### src/design/mac_tx_pkg.sv
package mac_tx_pkg;

    ////////////////////////////////////////////////////////////////////
    // widths and frame constants
    ////////////////////////////////////////////////////////////////////
    localparam int          BYTE_W        = 8;
    localparam int          LEN_W         = 11;
    localparam int          PTR_W         = 16;
    localparam logic [7:0]  PREAMBLE_BYTE = 8'h55;
    localparam logic [7:0]  SFD_BYTE      = 8'hd5;
    localparam int          PREAMBLE_LEN  = 8;       // 7 preamble + sfd
    localparam int          CRC_LEN       = 4;
    localparam int          IFG_LEN       = 12;      // idle cycles between bursts
    localparam logic [7:0]  PTP_ETYPE_HI  = 8'h88;   // frame byte 12
    localparam logic [7:0]  PTP_ETYPE_LO  = 8'hf7;   // frame byte 13
    localparam int          PTP_TYPE_IDX  = 14;      // low nibble is messageType
    localparam int          PTP_TS_IDX    = 54;      // originTimestamp ns, big endian
    localparam logic [31:0] CRC_INIT      = 32'hffff_ffff;
    localparam logic [31:0] CRC_POLY      = 32'hedb8_8320;  // 802.3, reflected

    typedef logic [BYTE_W-1:0] byte_t;
    typedef logic [LEN_W-1:0]  frame_len_t;

    typedef struct packed {
        logic [PTR_W-LEN_W-1:0] rsvd;   // ignored
        frame_len_t             len;    // bytes without crc
    } ptr_word_t;

    typedef enum logic [3:0] {
        PTP_SYNC       = 4'h0,
        PTP_DELAY_REQ  = 4'h1,
        PTP_FOLLOW_UP  = 4'h8,
        PTP_DELAY_RESP = 4'h9
    } ptp_msg_e;

    typedef struct packed {
        logic       valid;
        logic       first;
        logic       last;
        frame_len_t index;  // 0-based byte position
        byte_t      data;
    } tx_beat_t;

    typedef struct packed {
        logic  dv;
        byte_t d;
    } gmii_tx_t;

    typedef struct packed {
        logic [31:0] req_ns;
        logic [31:0] sync_ns;
    } ptp_delay_t;

    ////////////////////////////////////////////////////////////////////
    // fsm encodings
    ////////////////////////////////////////////////////////////////////
    typedef enum logic [1:0] {ARB_IDLE, ARB_PTR_RD, ARB_PTR_LATCH, ARB_DATA} arb_state_e;
    typedef enum logic [1:0] {SEND_IDLE, SEND_STREAM, SEND_CRC, SEND_GAP} send_state_e;
    typedef enum logic [1:0] {PTP_HUNT, PTP_ETYPE, PTP_MSG, PTP_STAMP} ptp_state_e;

endpackage
### src/design/mac_tx_top.sv
`timescale 1ns/100ps

module mac_tx_top (
    input  logic                   tx_master_clk,
    input  logic                   rstn_mac,
    // normal queue
    output logic                   ptr_fifo_rd,
    input  mac_tx_pkg::ptr_word_t  ptr_fifo_din,
    input  logic                   ptr_fifo_empty,
    output logic                   data_fifo_rd,
    input  mac_tx_pkg::byte_t      data_fifo_din,
    input  logic                   data_fifo_empty,
    // tte queue
    output logic                   tptr_fifo_rd,
    input  mac_tx_pkg::ptr_word_t  tptr_fifo_din,
    input  logic                   tptr_fifo_empty,
    output logic                   tdata_fifo_rd,
    input  mac_tx_pkg::byte_t      tdata_fifo_din,
    input  logic                   tdata_fifo_empty,
    // ptp and line side
    input  logic [31:0]            counter_ns,
    output mac_tx_pkg::ptp_delay_t counter_delay,
    output mac_tx_pkg::gmii_tx_t   gmii
);
    import mac_tx_pkg::*;

    tx_beat_t beat;     // to sender and ptp monitor
    logic     tx_busy;

    tx_queue_arbiter u_arbiter (
        .tx_master_clk    (tx_master_clk),
        .rstn_mac         (rstn_mac),
        .ptr_fifo_rd      (ptr_fifo_rd),
        .ptr_fifo_din     (ptr_fifo_din),
        .ptr_fifo_empty   (ptr_fifo_empty),
        .tptr_fifo_rd     (tptr_fifo_rd),
        .tptr_fifo_din    (tptr_fifo_din),
        .tptr_fifo_empty  (tptr_fifo_empty),
        .data_fifo_rd     (data_fifo_rd),
        .data_fifo_din    (data_fifo_din),
        .data_fifo_empty  (data_fifo_empty),
        .tdata_fifo_rd    (tdata_fifo_rd),
        .tdata_fifo_din   (tdata_fifo_din),
        .tdata_fifo_empty (tdata_fifo_empty),
        .tx_busy          (tx_busy),
        .beat             (beat)
    );

    tx_frame_sender u_sender (
        .tx_master_clk (tx_master_clk),
        .rstn_mac      (rstn_mac),
        .beat          (beat),
        .tx_busy       (tx_busy),
        .gmii          (gmii)
    );

    ptp_tx_monitor u_ptp_mon (
        .tx_master_clk (tx_master_clk),
        .rstn_mac      (rstn_mac),
        .beat          (beat),
        .counter_ns    (counter_ns),
        .counter_delay (counter_delay)
    );

endmodule

### src/design/ptp_tx_monitor.sv
`timescale 1ns/100ps

module ptp_tx_monitor (
    input  logic                   tx_master_clk,
    input  logic                   rstn_mac,
    input  mac_tx_pkg::tx_beat_t   beat,
    input  logic [31:0]            counter_ns,
    output mac_tx_pkg::ptp_delay_t counter_delay
);
    import mac_tx_pkg::*;

    ptp_state_e  state;
    ptp_msg_e    msg;
    logic        is_req;    // delay_req, else sync
    logic [23:0] ts_q;      // upper three ns bytes
    logic [31:0] now_q;     // counter_ns at first ts byte
    logic [31:0] delay_ns;
    logic        in_ts;
    logic        upd;

    assign msg      = ptp_msg_e'(beat.data[3:0]);
    assign in_ts    = beat.index >= frame_len_t'(PTP_TS_IDX) &&
                      beat.index <  frame_len_t'(PTP_TS_IDX + 3);
    assign upd      = (state == PTP_STAMP) && beat.valid &&
                      beat.index == frame_len_t'(PTP_TS_IDX + 3);
    assign delay_ns = now_q - {ts_q, beat.data};    // wraps mod 2^32

    always_ff @(posedge tx_master_clk) begin
        if (state == PTP_STAMP && beat.valid) begin
            if (in_ts)
                ts_q <= {ts_q[15:0], beat.data};
            if (beat.index == frame_len_t'(PTP_TS_IDX))
                now_q <= counter_ns;
        end
    end

    ////////////////////////////////////////////////////////////////////
    // header parser
    ////////////////////////////////////////////////////////////////////
    always_ff @(posedge tx_master_clk or negedge rstn_mac) begin
        if (!rstn_mac) begin
            state         <= PTP_HUNT;
            is_req        <= 1'b0;
            counter_delay <= '0;
        end else if (beat.valid) begin
            case (state)
                PTP_HUNT: begin
                    if (beat.index == frame_len_t'(PTP_TYPE_IDX - 2) &&
                        beat.data == PTP_ETYPE_HI)
                        state <= PTP_ETYPE;
                end
                PTP_ETYPE: begin
                    if (beat.index == frame_len_t'(PTP_TYPE_IDX - 1) &&
                        beat.data == PTP_ETYPE_LO)
                        state <= PTP_MSG;
                    else
                        state <= PTP_HUNT;
                end
                PTP_MSG: begin
                    is_req <= (msg == PTP_DELAY_REQ);
                    case (msg)
                        PTP_SYNC, PTP_DELAY_REQ:      state <= PTP_STAMP;
                        PTP_FOLLOW_UP, PTP_DELAY_RESP: state <= PTP_HUNT;  // general msgs
                        default:                       state <= PTP_HUNT;
                    endcase
                end
                PTP_STAMP: begin
                    if (upd) begin
                        if (is_req)
                            counter_delay.req_ns <= delay_ns;
                        else
                            counter_delay.sync_ns <= delay_ns;
                        state <= PTP_HUNT;
                    end
                end
                default: state <= PTP_HUNT;
            endcase
            // frame boundary always restarts the hunt
            if (beat.first || beat.last)
                state <= PTP_HUNT;
        end
    end

    a_no_upd_hunt : assert property (@(posedge tx_master_clk) disable iff (!rstn_mac)
        !$stable(counter_delay) |-> $past(state) != PTP_HUNT);

endmodule

### src/design/tx_frame_sender.sv
`timescale 1ns/100ps

module tx_frame_sender (
    input  logic                 tx_master_clk,
    input  logic                 rstn_mac,
    input  mac_tx_pkg::tx_beat_t beat,
    output logic                 tx_busy,
    output mac_tx_pkg::gmii_tx_t gmii
);
    import mac_tx_pkg::*;

    send_state_e              state;
    logic [3:0]               cnt;        // tail, crc and gap counter
    byte_t [PREAMBLE_LEN-1:0] line;       // line[0] goes out next
    byte_t                    crc_byte;
    logic                     crc_shift;
    logic                     start;

    assign start     = beat.valid && beat.first;
    assign tx_busy   = (state != SEND_IDLE) || beat.valid;
    assign crc_shift = (state == SEND_CRC);

    ////////////////////////////////////////////////////////////////////
    // 8 byte delay line, holds preamble + sfd while idle
    ////////////////////////////////////////////////////////////////////
    always_ff @(posedge tx_master_clk) begin
        if (state == SEND_IDLE && !start)
            line <= {SFD_BYTE, {(PREAMBLE_LEN-1){PREAMBLE_BYTE}}};
        else
            line <= {beat.data, line[PREAMBLE_LEN-1:1]};
    end

    ////////////////////////////////////////////////////////////////////
    // output fsm
    ////////////////////////////////////////////////////////////////////
    always_ff @(posedge tx_master_clk or negedge rstn_mac) begin
        if (!rstn_mac) begin
            state <= SEND_IDLE;
            cnt   <= '0;
            gmii  <= '0;
        end else begin
            case (state)
                SEND_IDLE: begin
                    if (start) begin
                        gmii.dv <= 1'b1;
                        gmii.d  <= line[0];
                        cnt     <= '0;
                        state   <= SEND_STREAM;
                    end
                end
                SEND_STREAM: begin
                    gmii.d <= line[0];
                    if (beat.valid) begin
                        cnt <= '0;
                    end else if (cnt == 4'(PREAMBLE_LEN - 1)) begin
                        cnt   <= '0;   // line drained
                        state <= SEND_CRC;
                    end else begin
                        cnt <= cnt + 1'b1;
                    end
                end
                SEND_CRC: begin
                    gmii.d <= crc_byte;     // low byte first
                    cnt    <= cnt + 1'b1;
                    if (cnt == 4'(CRC_LEN - 1)) begin
                        cnt   <= '0;
                        state <= SEND_GAP;
                    end
                end
                SEND_GAP: begin
                    gmii.dv <= 1'b0;
                    gmii.d  <= '0;
                    cnt     <= cnt + 1'b1;
                    if (cnt == 4'(IFG_LEN - 1))
                        state <= SEND_IDLE;
                end
                default: state <= SEND_IDLE;
            endcase
        end
    end

    // crc runs on payload beats only, preamble never enters it
    crc32_gen u_crc32_gen (
        .tx_master_clk (tx_master_clk),
        .rstn_mac      (rstn_mac),
        .load_init     (start),
        .calc          (beat.valid),
        .shift         (crc_shift),
        .d             (beat.data),
        .crc_byte      (crc_byte)
    );

    a_dv_stream : assert property (@(posedge tx_master_clk) disable iff (!rstn_mac)
        state == SEND_STREAM |=> gmii.dv);

endmodule

### src/design/tx_queue_arbiter.sv
`timescale 1ns/100ps

module tx_queue_arbiter (
    input  logic                  tx_master_clk,
    input  logic                  rstn_mac,
    output logic                  ptr_fifo_rd,
    input  mac_tx_pkg::ptr_word_t ptr_fifo_din,
    input  logic                  ptr_fifo_empty,
    output logic                  tptr_fifo_rd,
    input  mac_tx_pkg::ptr_word_t tptr_fifo_din,
    input  logic                  tptr_fifo_empty,
    output logic                  data_fifo_rd,
    input  mac_tx_pkg::byte_t     data_fifo_din,
    input  logic                  data_fifo_empty,
    output logic                  tdata_fifo_rd,
    input  mac_tx_pkg::byte_t     tdata_fifo_din,
    input  logic                  tdata_fifo_empty,
    input  logic                  tx_busy,
    output mac_tx_pkg::tx_beat_t  beat
);
    import mac_tx_pkg::*;

    arb_state_e state;
    logic       sel_tte;    // queue of the frame in flight
    frame_len_t len_q;
    frame_len_t rd_cnt;     // data strobes issued so far
    logic       data_rd;
    logic       rd_last;
    logic       rd_q;       // fifo word valid this cycle
    logic       first_q;
    logic       last_q;
    frame_len_t idx_q;

    assign ptr_fifo_rd   = (state == ARB_PTR_RD) && !sel_tte;
    assign tptr_fifo_rd  = (state == ARB_PTR_RD) && sel_tte;
    assign data_rd       = (state == ARB_DATA);
    assign data_fifo_rd  = data_rd && !sel_tte;
    assign tdata_fifo_rd = data_rd && sel_tte;
    assign rd_last       = data_rd && (rd_cnt == len_q - 1'b1);

    always_ff @(posedge tx_master_clk or negedge rstn_mac) begin
        if (!rstn_mac) begin
            state   <= ARB_IDLE;
            sel_tte <= 1'b0;
            len_q   <= '0;
            rd_cnt  <= '0;
        end else begin
            case (state)
                ARB_IDLE: begin
                    if (!tx_busy && (!tptr_fifo_empty || !ptr_fifo_empty)) begin
                        sel_tte <= !tptr_fifo_empty;   // tte wins
                        state   <= ARB_PTR_RD;
                    end
                end
                ARB_PTR_RD: state <= ARB_PTR_LATCH;
                ARB_PTR_LATCH: begin
                    len_q  <= sel_tte ? tptr_fifo_din.len : ptr_fifo_din.len;
                    rd_cnt <= '0;
                    state  <= ARB_DATA;
                end
                ARB_DATA: begin
                    rd_cnt <= rd_cnt + 1'b1;
                    if (rd_last)
                        state <= ARB_IDLE;
                end
                default: state <= ARB_IDLE;
            endcase
        end
    end

    // beat flags trail the strobe by one cycle, same as fifo data
    always_ff @(posedge tx_master_clk or negedge rstn_mac) begin
        if (!rstn_mac) begin
            rd_q    <= 1'b0;
            first_q <= 1'b0;
            last_q  <= 1'b0;
            idx_q   <= '0;
        end else begin
            rd_q    <= data_rd;
            first_q <= data_rd && (rd_cnt == '0);
            last_q  <= rd_last;
            idx_q   <= rd_cnt;
        end
    end

    always_comb begin
        beat.valid = rd_q;
        beat.first = first_q;
        beat.last  = last_q;
        beat.index = idx_q;
        beat.data  = sel_tte ? tdata_fifo_din : data_fifo_din;
    end

    // upstream writes the pointer only after the whole frame
    a_no_read_empty : assert property (@(posedge tx_master_clk) disable iff (!rstn_mac)
        data_rd |-> !(sel_tte ? tdata_fifo_empty : data_fifo_empty));

    a_ptr_pulse : assert property (@(posedge tx_master_clk) disable iff (!rstn_mac)
        (ptr_fifo_rd || tptr_fifo_rd) |->
            !(ptr_fifo_rd && tptr_fifo_rd) ##1 !(ptr_fifo_rd || tptr_fifo_rd));

    a_len_nonzero : assert property (@(posedge tx_master_clk) disable iff (!rstn_mac)
        state == ARB_PTR_LATCH |=> len_q != '0);

endmodule

### src/design/crc32_gen.sv
`timescale 1ns/100ps

module crc32_gen (
    input  logic              tx_master_clk,
    input  logic              rstn_mac,
    input  logic              load_init,
    input  logic              calc,
    input  logic              shift,
    input  mac_tx_pkg::byte_t d,
    output mac_tx_pkg::byte_t crc_byte
);
    import mac_tx_pkg::*;

    logic [31:0] crc_q;
    logic [31:0] crc_next;

    // one byte, lsb first; init and calc together start a new frame
    always_comb begin
        crc_next = (load_init ? CRC_INIT : crc_q) ^ {24'h0, d};
        for (int i = 0; i < BYTE_W; i++) begin
            crc_next = crc_next[0] ? ((crc_next >> 1) ^ CRC_POLY) : (crc_next >> 1);
        end
    end

    always_ff @(posedge tx_master_clk or negedge rstn_mac) begin
        if (!rstn_mac)
            crc_q <= CRC_INIT;
        else if (calc)
            crc_q <= crc_next;
        else if (load_init)
            crc_q <= CRC_INIT;
        else if (shift)
            crc_q <= {8'h00, crc_q[31:8]};  // next byte down
    end

    assign crc_byte = ~crc_q[7:0];

endmodule

### config.mk
export PLATFORM = sky130hd
export DESIGN_NAME = mac_tx_top
export DESIGN_NICKNAME = d
export VERILOG_FILES = /design/src/design/mac_tx_pkg.sv /design/src/design/mac_tx_top.sv /design/src/design/ptp_tx_monitor.sv /design/src/design/tx_frame_sender.sv /design/src/design/tx_queue_arbiter.sv /design/src/design/crc32_gen.sv
export SDC_FILE = /design/constraint.sdc
export NUM_CORES = 1
export LEC_CHECK = 0
export ABC_AREA = 1
export CORE_ASPECT_RATIO = 0.7
export CORE_MARGIN = 4
export CORE_UTILIZATION = 55
export DETAILED_ROUTE_END_ITERATION = 10
export DONT_BUFFER_PORTS = 1
export PLACE_DENSITY = 0.69
export SYNTH_ARGS = -nofsm -noshare
export SYNTH_HDL_FRONTEND = slang
export SYNTH_SLANG_ARGS = --single-unit
export TNS_END_PERCENT = 5
### constraint.sdc
create_clock -name tx_master_clk -period 2.91 [get_ports tx_master_clk]
set_input_delay 0.291 -clock tx_master_clk [delete_from_list [all_inputs] [get_ports tx_master_clk]]
set_output_delay 0.291 -clock tx_master_clk [all_outputs]
set_load 0.01 [all_outputs]
==> impl_metrics.py <==
metrics = {
    "logic_synthesis": {
        "synth_top_area_frac": 0.216,
        "ys_warn_count": 0,
        "synth_edf_count": 56,
        "synth.yosys.seq_area_share": 0.488,
        "synth_fp_nets": 1851,
        "avgSynthCellArea_um2": 8.13,
        "netlist_area_um2": 14000,
        "ys_ff_latch": 273,
        "ys.flop_type": "dfrtp_1",
        "ys_types": 50,
        "synthCells": 1720,
        "synth_top_area_cell": "dfrtp_1",
        "ys_top_cells_by_area": "dfrtp_1 (22%), nand2_1 (13%), edfxtp_1 (12%)",
        "async_reset_ff_frac": 0.560,
    },
    "floorplanning": {
        "chipWidth_um": 199,
        "die_h_um": 141,
        "rows": 48,
        "core-area_um2": 24900,
        "dieArea_um2": 28100,
        "io_pins": 163,
        "start_util": 0.563,
    },
    "setup_path": {
        "worst_path_dominant_cell_family": "simple AND/OR/NAND/NOR gates",
        "slowest_delay_ns": 0.40,
        "required_ns": 3.35,
        "r2r_setup_slack_ns": 0.22,
        "worst_r2r_endpoint": "u_ptp_mon.counter_delay[52]",
        "critPathLaunchType": "register",
        "critPathMaxFanout": 9,
        "crit_buf_inv": 3,
        "critPathKind": "register to register",
        "crit_chain": "inv_2, buf_4, nand2_4, nand2_4, ha_1, a21oi_1, o21ai_0, buf_4, nand3_1, nand3_1, nand2_1, nand2_1, or2_2, nand3_1, nand2_1",
        "r2r_start": "u_arbiter.sel_tte",
        "crit_path_end_kind": "register",
        "arrival_ns": 3.13,
        "rr_worst_depth": 15,
        "slowest_stage": "dfrtp_1",
    },
    "sta": {
        "rsz0062_at_grt": "no",
        "fin_skew_ns": 0.0160,
        "slew_headroom": 0.482,
        "final-hold-violation-count": 153,
        "finalMaxSlewViolations": 0,
        "max_freq_mhz": 372,
        "fin_crit_sh": 0.923,
        "hold_ws_ns": -0.570,
        "fin_crit_ns": 2.69,
        "setup_tns_ns": 0,
        "setup_viol": 0,
        "tightest_slew_ns": 0.776,
    },
    "cells_and_area": {
        "area_growth_pct": 13.7,
        "mostFrequentLayoutCells": "nand2_1 (468), inv_1 (180), nor2_1 (144), dfrtp_1 (121), nand3_1 (119)",
        "nNetsFinal": 1920,
        "finish.utilization": 0.640,
        "final_common_cell": "nand2_1",
        "stdcell_count": 2134,
        "drive_above_1_share": 0.122,
        "stdcell_area_um2": 15900,
        "diodes": 0,
    },
    "placement": {
        "placed_cell_area_um2": 14400,
        "portBuffers": 0,
        "gp_congestion": 0.946,
        "dp_cells": 2025,
        "dpl.hpwl_mm": 27.5,
    },
    "grt": {
        "grt.total_usage": 0.269,
        "grt_overflow": 0,
        "antenna_found_initial": 0,
        "grt_pass1_vias": 11100,
        "grt_max_degree": 154,
        "grt_pass1_wl_mm": 60.1,
    },
    "power": {
        "p_clk_frac": 0.228,
        "power.total_mw": 15.6,
        "p_int_mw": 9.39,
        "swShare": 0.398,
        "p_switching_mw": 6.21,
        "power_density_nw_per_um2": 980,
        "peakVddDrop_mv": 0.627,
        "combPwrFrac": 0.423,
        "power_leakage_nw": 7.31,
        "p_seq_frac": 0.348,
    },
    "cts": {
        "hold_buffers": 61,
        "cts_num_sinks": 273,
        "postCtsSetupBuffers": 0,
        "cts_root_buf": "clkbuf_16",
        "clkTransAtPathRegs_ns": 0.07,
        "tritoncts": "yes",
        "ctsHtreeMaxLevel": 1,
        "cts_made_buffers": 26,
        "clk_path_buf_depth": 3,
        "clock_latency_ns": 0.56,
    },
    "run_status": {
        "failed_checks": "negative hold slack",
        "status": "finished, violations left",
    },
    "drt": {
        "dr.pass1.iters": 5,
        "routed_wl_mm": 37.7,
        "antenna_left": 0,
        "drc": 0,
        "wl_per_cell_um": 17.6,
        "num_vias": 11700,
        "viasPerCell": 5.50,
        "drt_iter0_drc": 986,
    },
    "worst_hold_path": {
        "hp-class": "primary input to asynchronous set/reset pin",
    },
    "flow_run": {
        "cap_viol_max_count": 0,
    },
}
-- flip-flops by register name (all words and copies together), names as in the netlist, 9 cells and up --
name / cells
u_arbiter.rd_cnt: 11
u_sender.line: 64
u_ptp_mon.ts_q: 24
u_sender.u_crc32_gen.crc_q: 32
u_ptp_mon.now_q: 32
u_arbiter.idx_q: 11
u_sender.gmii: 9
u_arbiter.len_q: 11
u_ptp_mon.counter_delay: 64
-- through the flow --
| step | setup slack (ns) | hold WS (ns) |
|---|---|---|
| after floorplan | 0.229 | -0.00459 |
| after global placement | 0.218 | -0.00103 |
| after detailed placement | 0.194 | 0.000281 |
| after CTS | 0.196 | -0.597 |
| after global routing | 0.0321 | -0.600 |
| final | 0.223 | -0.570 |
-- per-layer routing --
layer,global-route usage,vias up,wire (µm)
li1,-,5729,-
met3,0.0653,55,3430
met4,0.0540,0,760
met5,0,-,0
met1,0.407,5523,17600
met2,0.397,428,15900
-- cell type report --
class,instances,area (µm²)
fillers,2200,8950
flip-flops and latches,273,6830
multi-input cells,1214,6250
repair buffers,87,818
clock buffers,36,728
inverters,187,702
well taps,325,407
clock inverters,12,170
-- power by group through the flow --
stage | Sequential [mW] | Clock, mW | Combinational, mW
floorplan | 5.32 | 0 | 4.83
global placement | 5.48 | 0 | 6.14
detailed placement | 5.50 | 0 | 6.26
CTS | 5.43 | 3.63 | 6.53
global route | 5.53 | 3.80 | 7.41
finish | 5.43 | 3.56 | 6.60
-- cells in the mapped netlist (all sizes together), types with 20 or more instances --
| cell type | instances |
|---|---|
| dfstp | 32 |
| nand3 | 121 |
| ha | 44 |
| dfrtp | 121 |
| xor2 | 23 |
| edfxtp | 56 |
| clkbuf | 26 |
| nor2 | 147 |
| nand2 | 537 |
| o21ai | 116 |
| or2 | 36 |
| buf | 20 |
| a21oi | 60 |
| inv | 186 |
| dfxtp | 64 |
-- worst reg2reg max path, cell delays in order, from the launching register on --
cell and delay (ns):
dfrtp_1 0.40, inv_2 0.16, buf_4 0.23, nand2_4 0.06
nand2_4 0.13, ha_1 0.30, a21oi_1 0.20, o21ai_0 0.10
buf_4 0.16, nand3_1 0.07, nand3_1 0.16, nand2_1 0.11
nand2_1 0.09, or2_2 0.30, nand3_1 0.08, nand2_1 0.05
-- logic make-up after synthesis --
| family | share of synthesized area |
|---|---|
| compound gates | 0.0910 |
| mux | 0.000715 |
| simple gates | 0.287 |
| xor+xnor | 0.0256 |
| buf+inv | 0.0665 |
| fa+ha+maj | 0.0408 |
| flops | 0.488 |
-- how the worst max path moves through the flow --
stage / start / endpoint / slack [ns] / cells past startpoint
6_report: u_arbiter.sel_tte / u_ptp_mon.counter_delay[52] / 0.22 / 15
5_1_grt: u_arbiter.sel_tte / u_ptp_mon.counter_delay[62] / 0.03 / 16
4_1_cts: u_arbiter.sel_tte / u_ptp_mon.counter_delay[62] / 0.20 / 16
3_5_place_dp: u_arbiter.sel_tte / u_ptp_mon.counter_delay[62] / 0.19 / 16
3_3_place_gp: u_arbiter.sel_tte / u_ptp_mon.counter_delay[30] / 0.22 / 16
2_1_floorplan: u_arbiter.rd_q / u_ptp_mon.now_q[0] / 0.23 / 5
-- what timing repair did --
item | in CTS | in global routing
endpoints found under the hold margin | 201 | 153
resized for setup | 0 | 3
setup endpoints to repair | 0 | 9
Note: power is estimated with default switching activity, not from simulation.
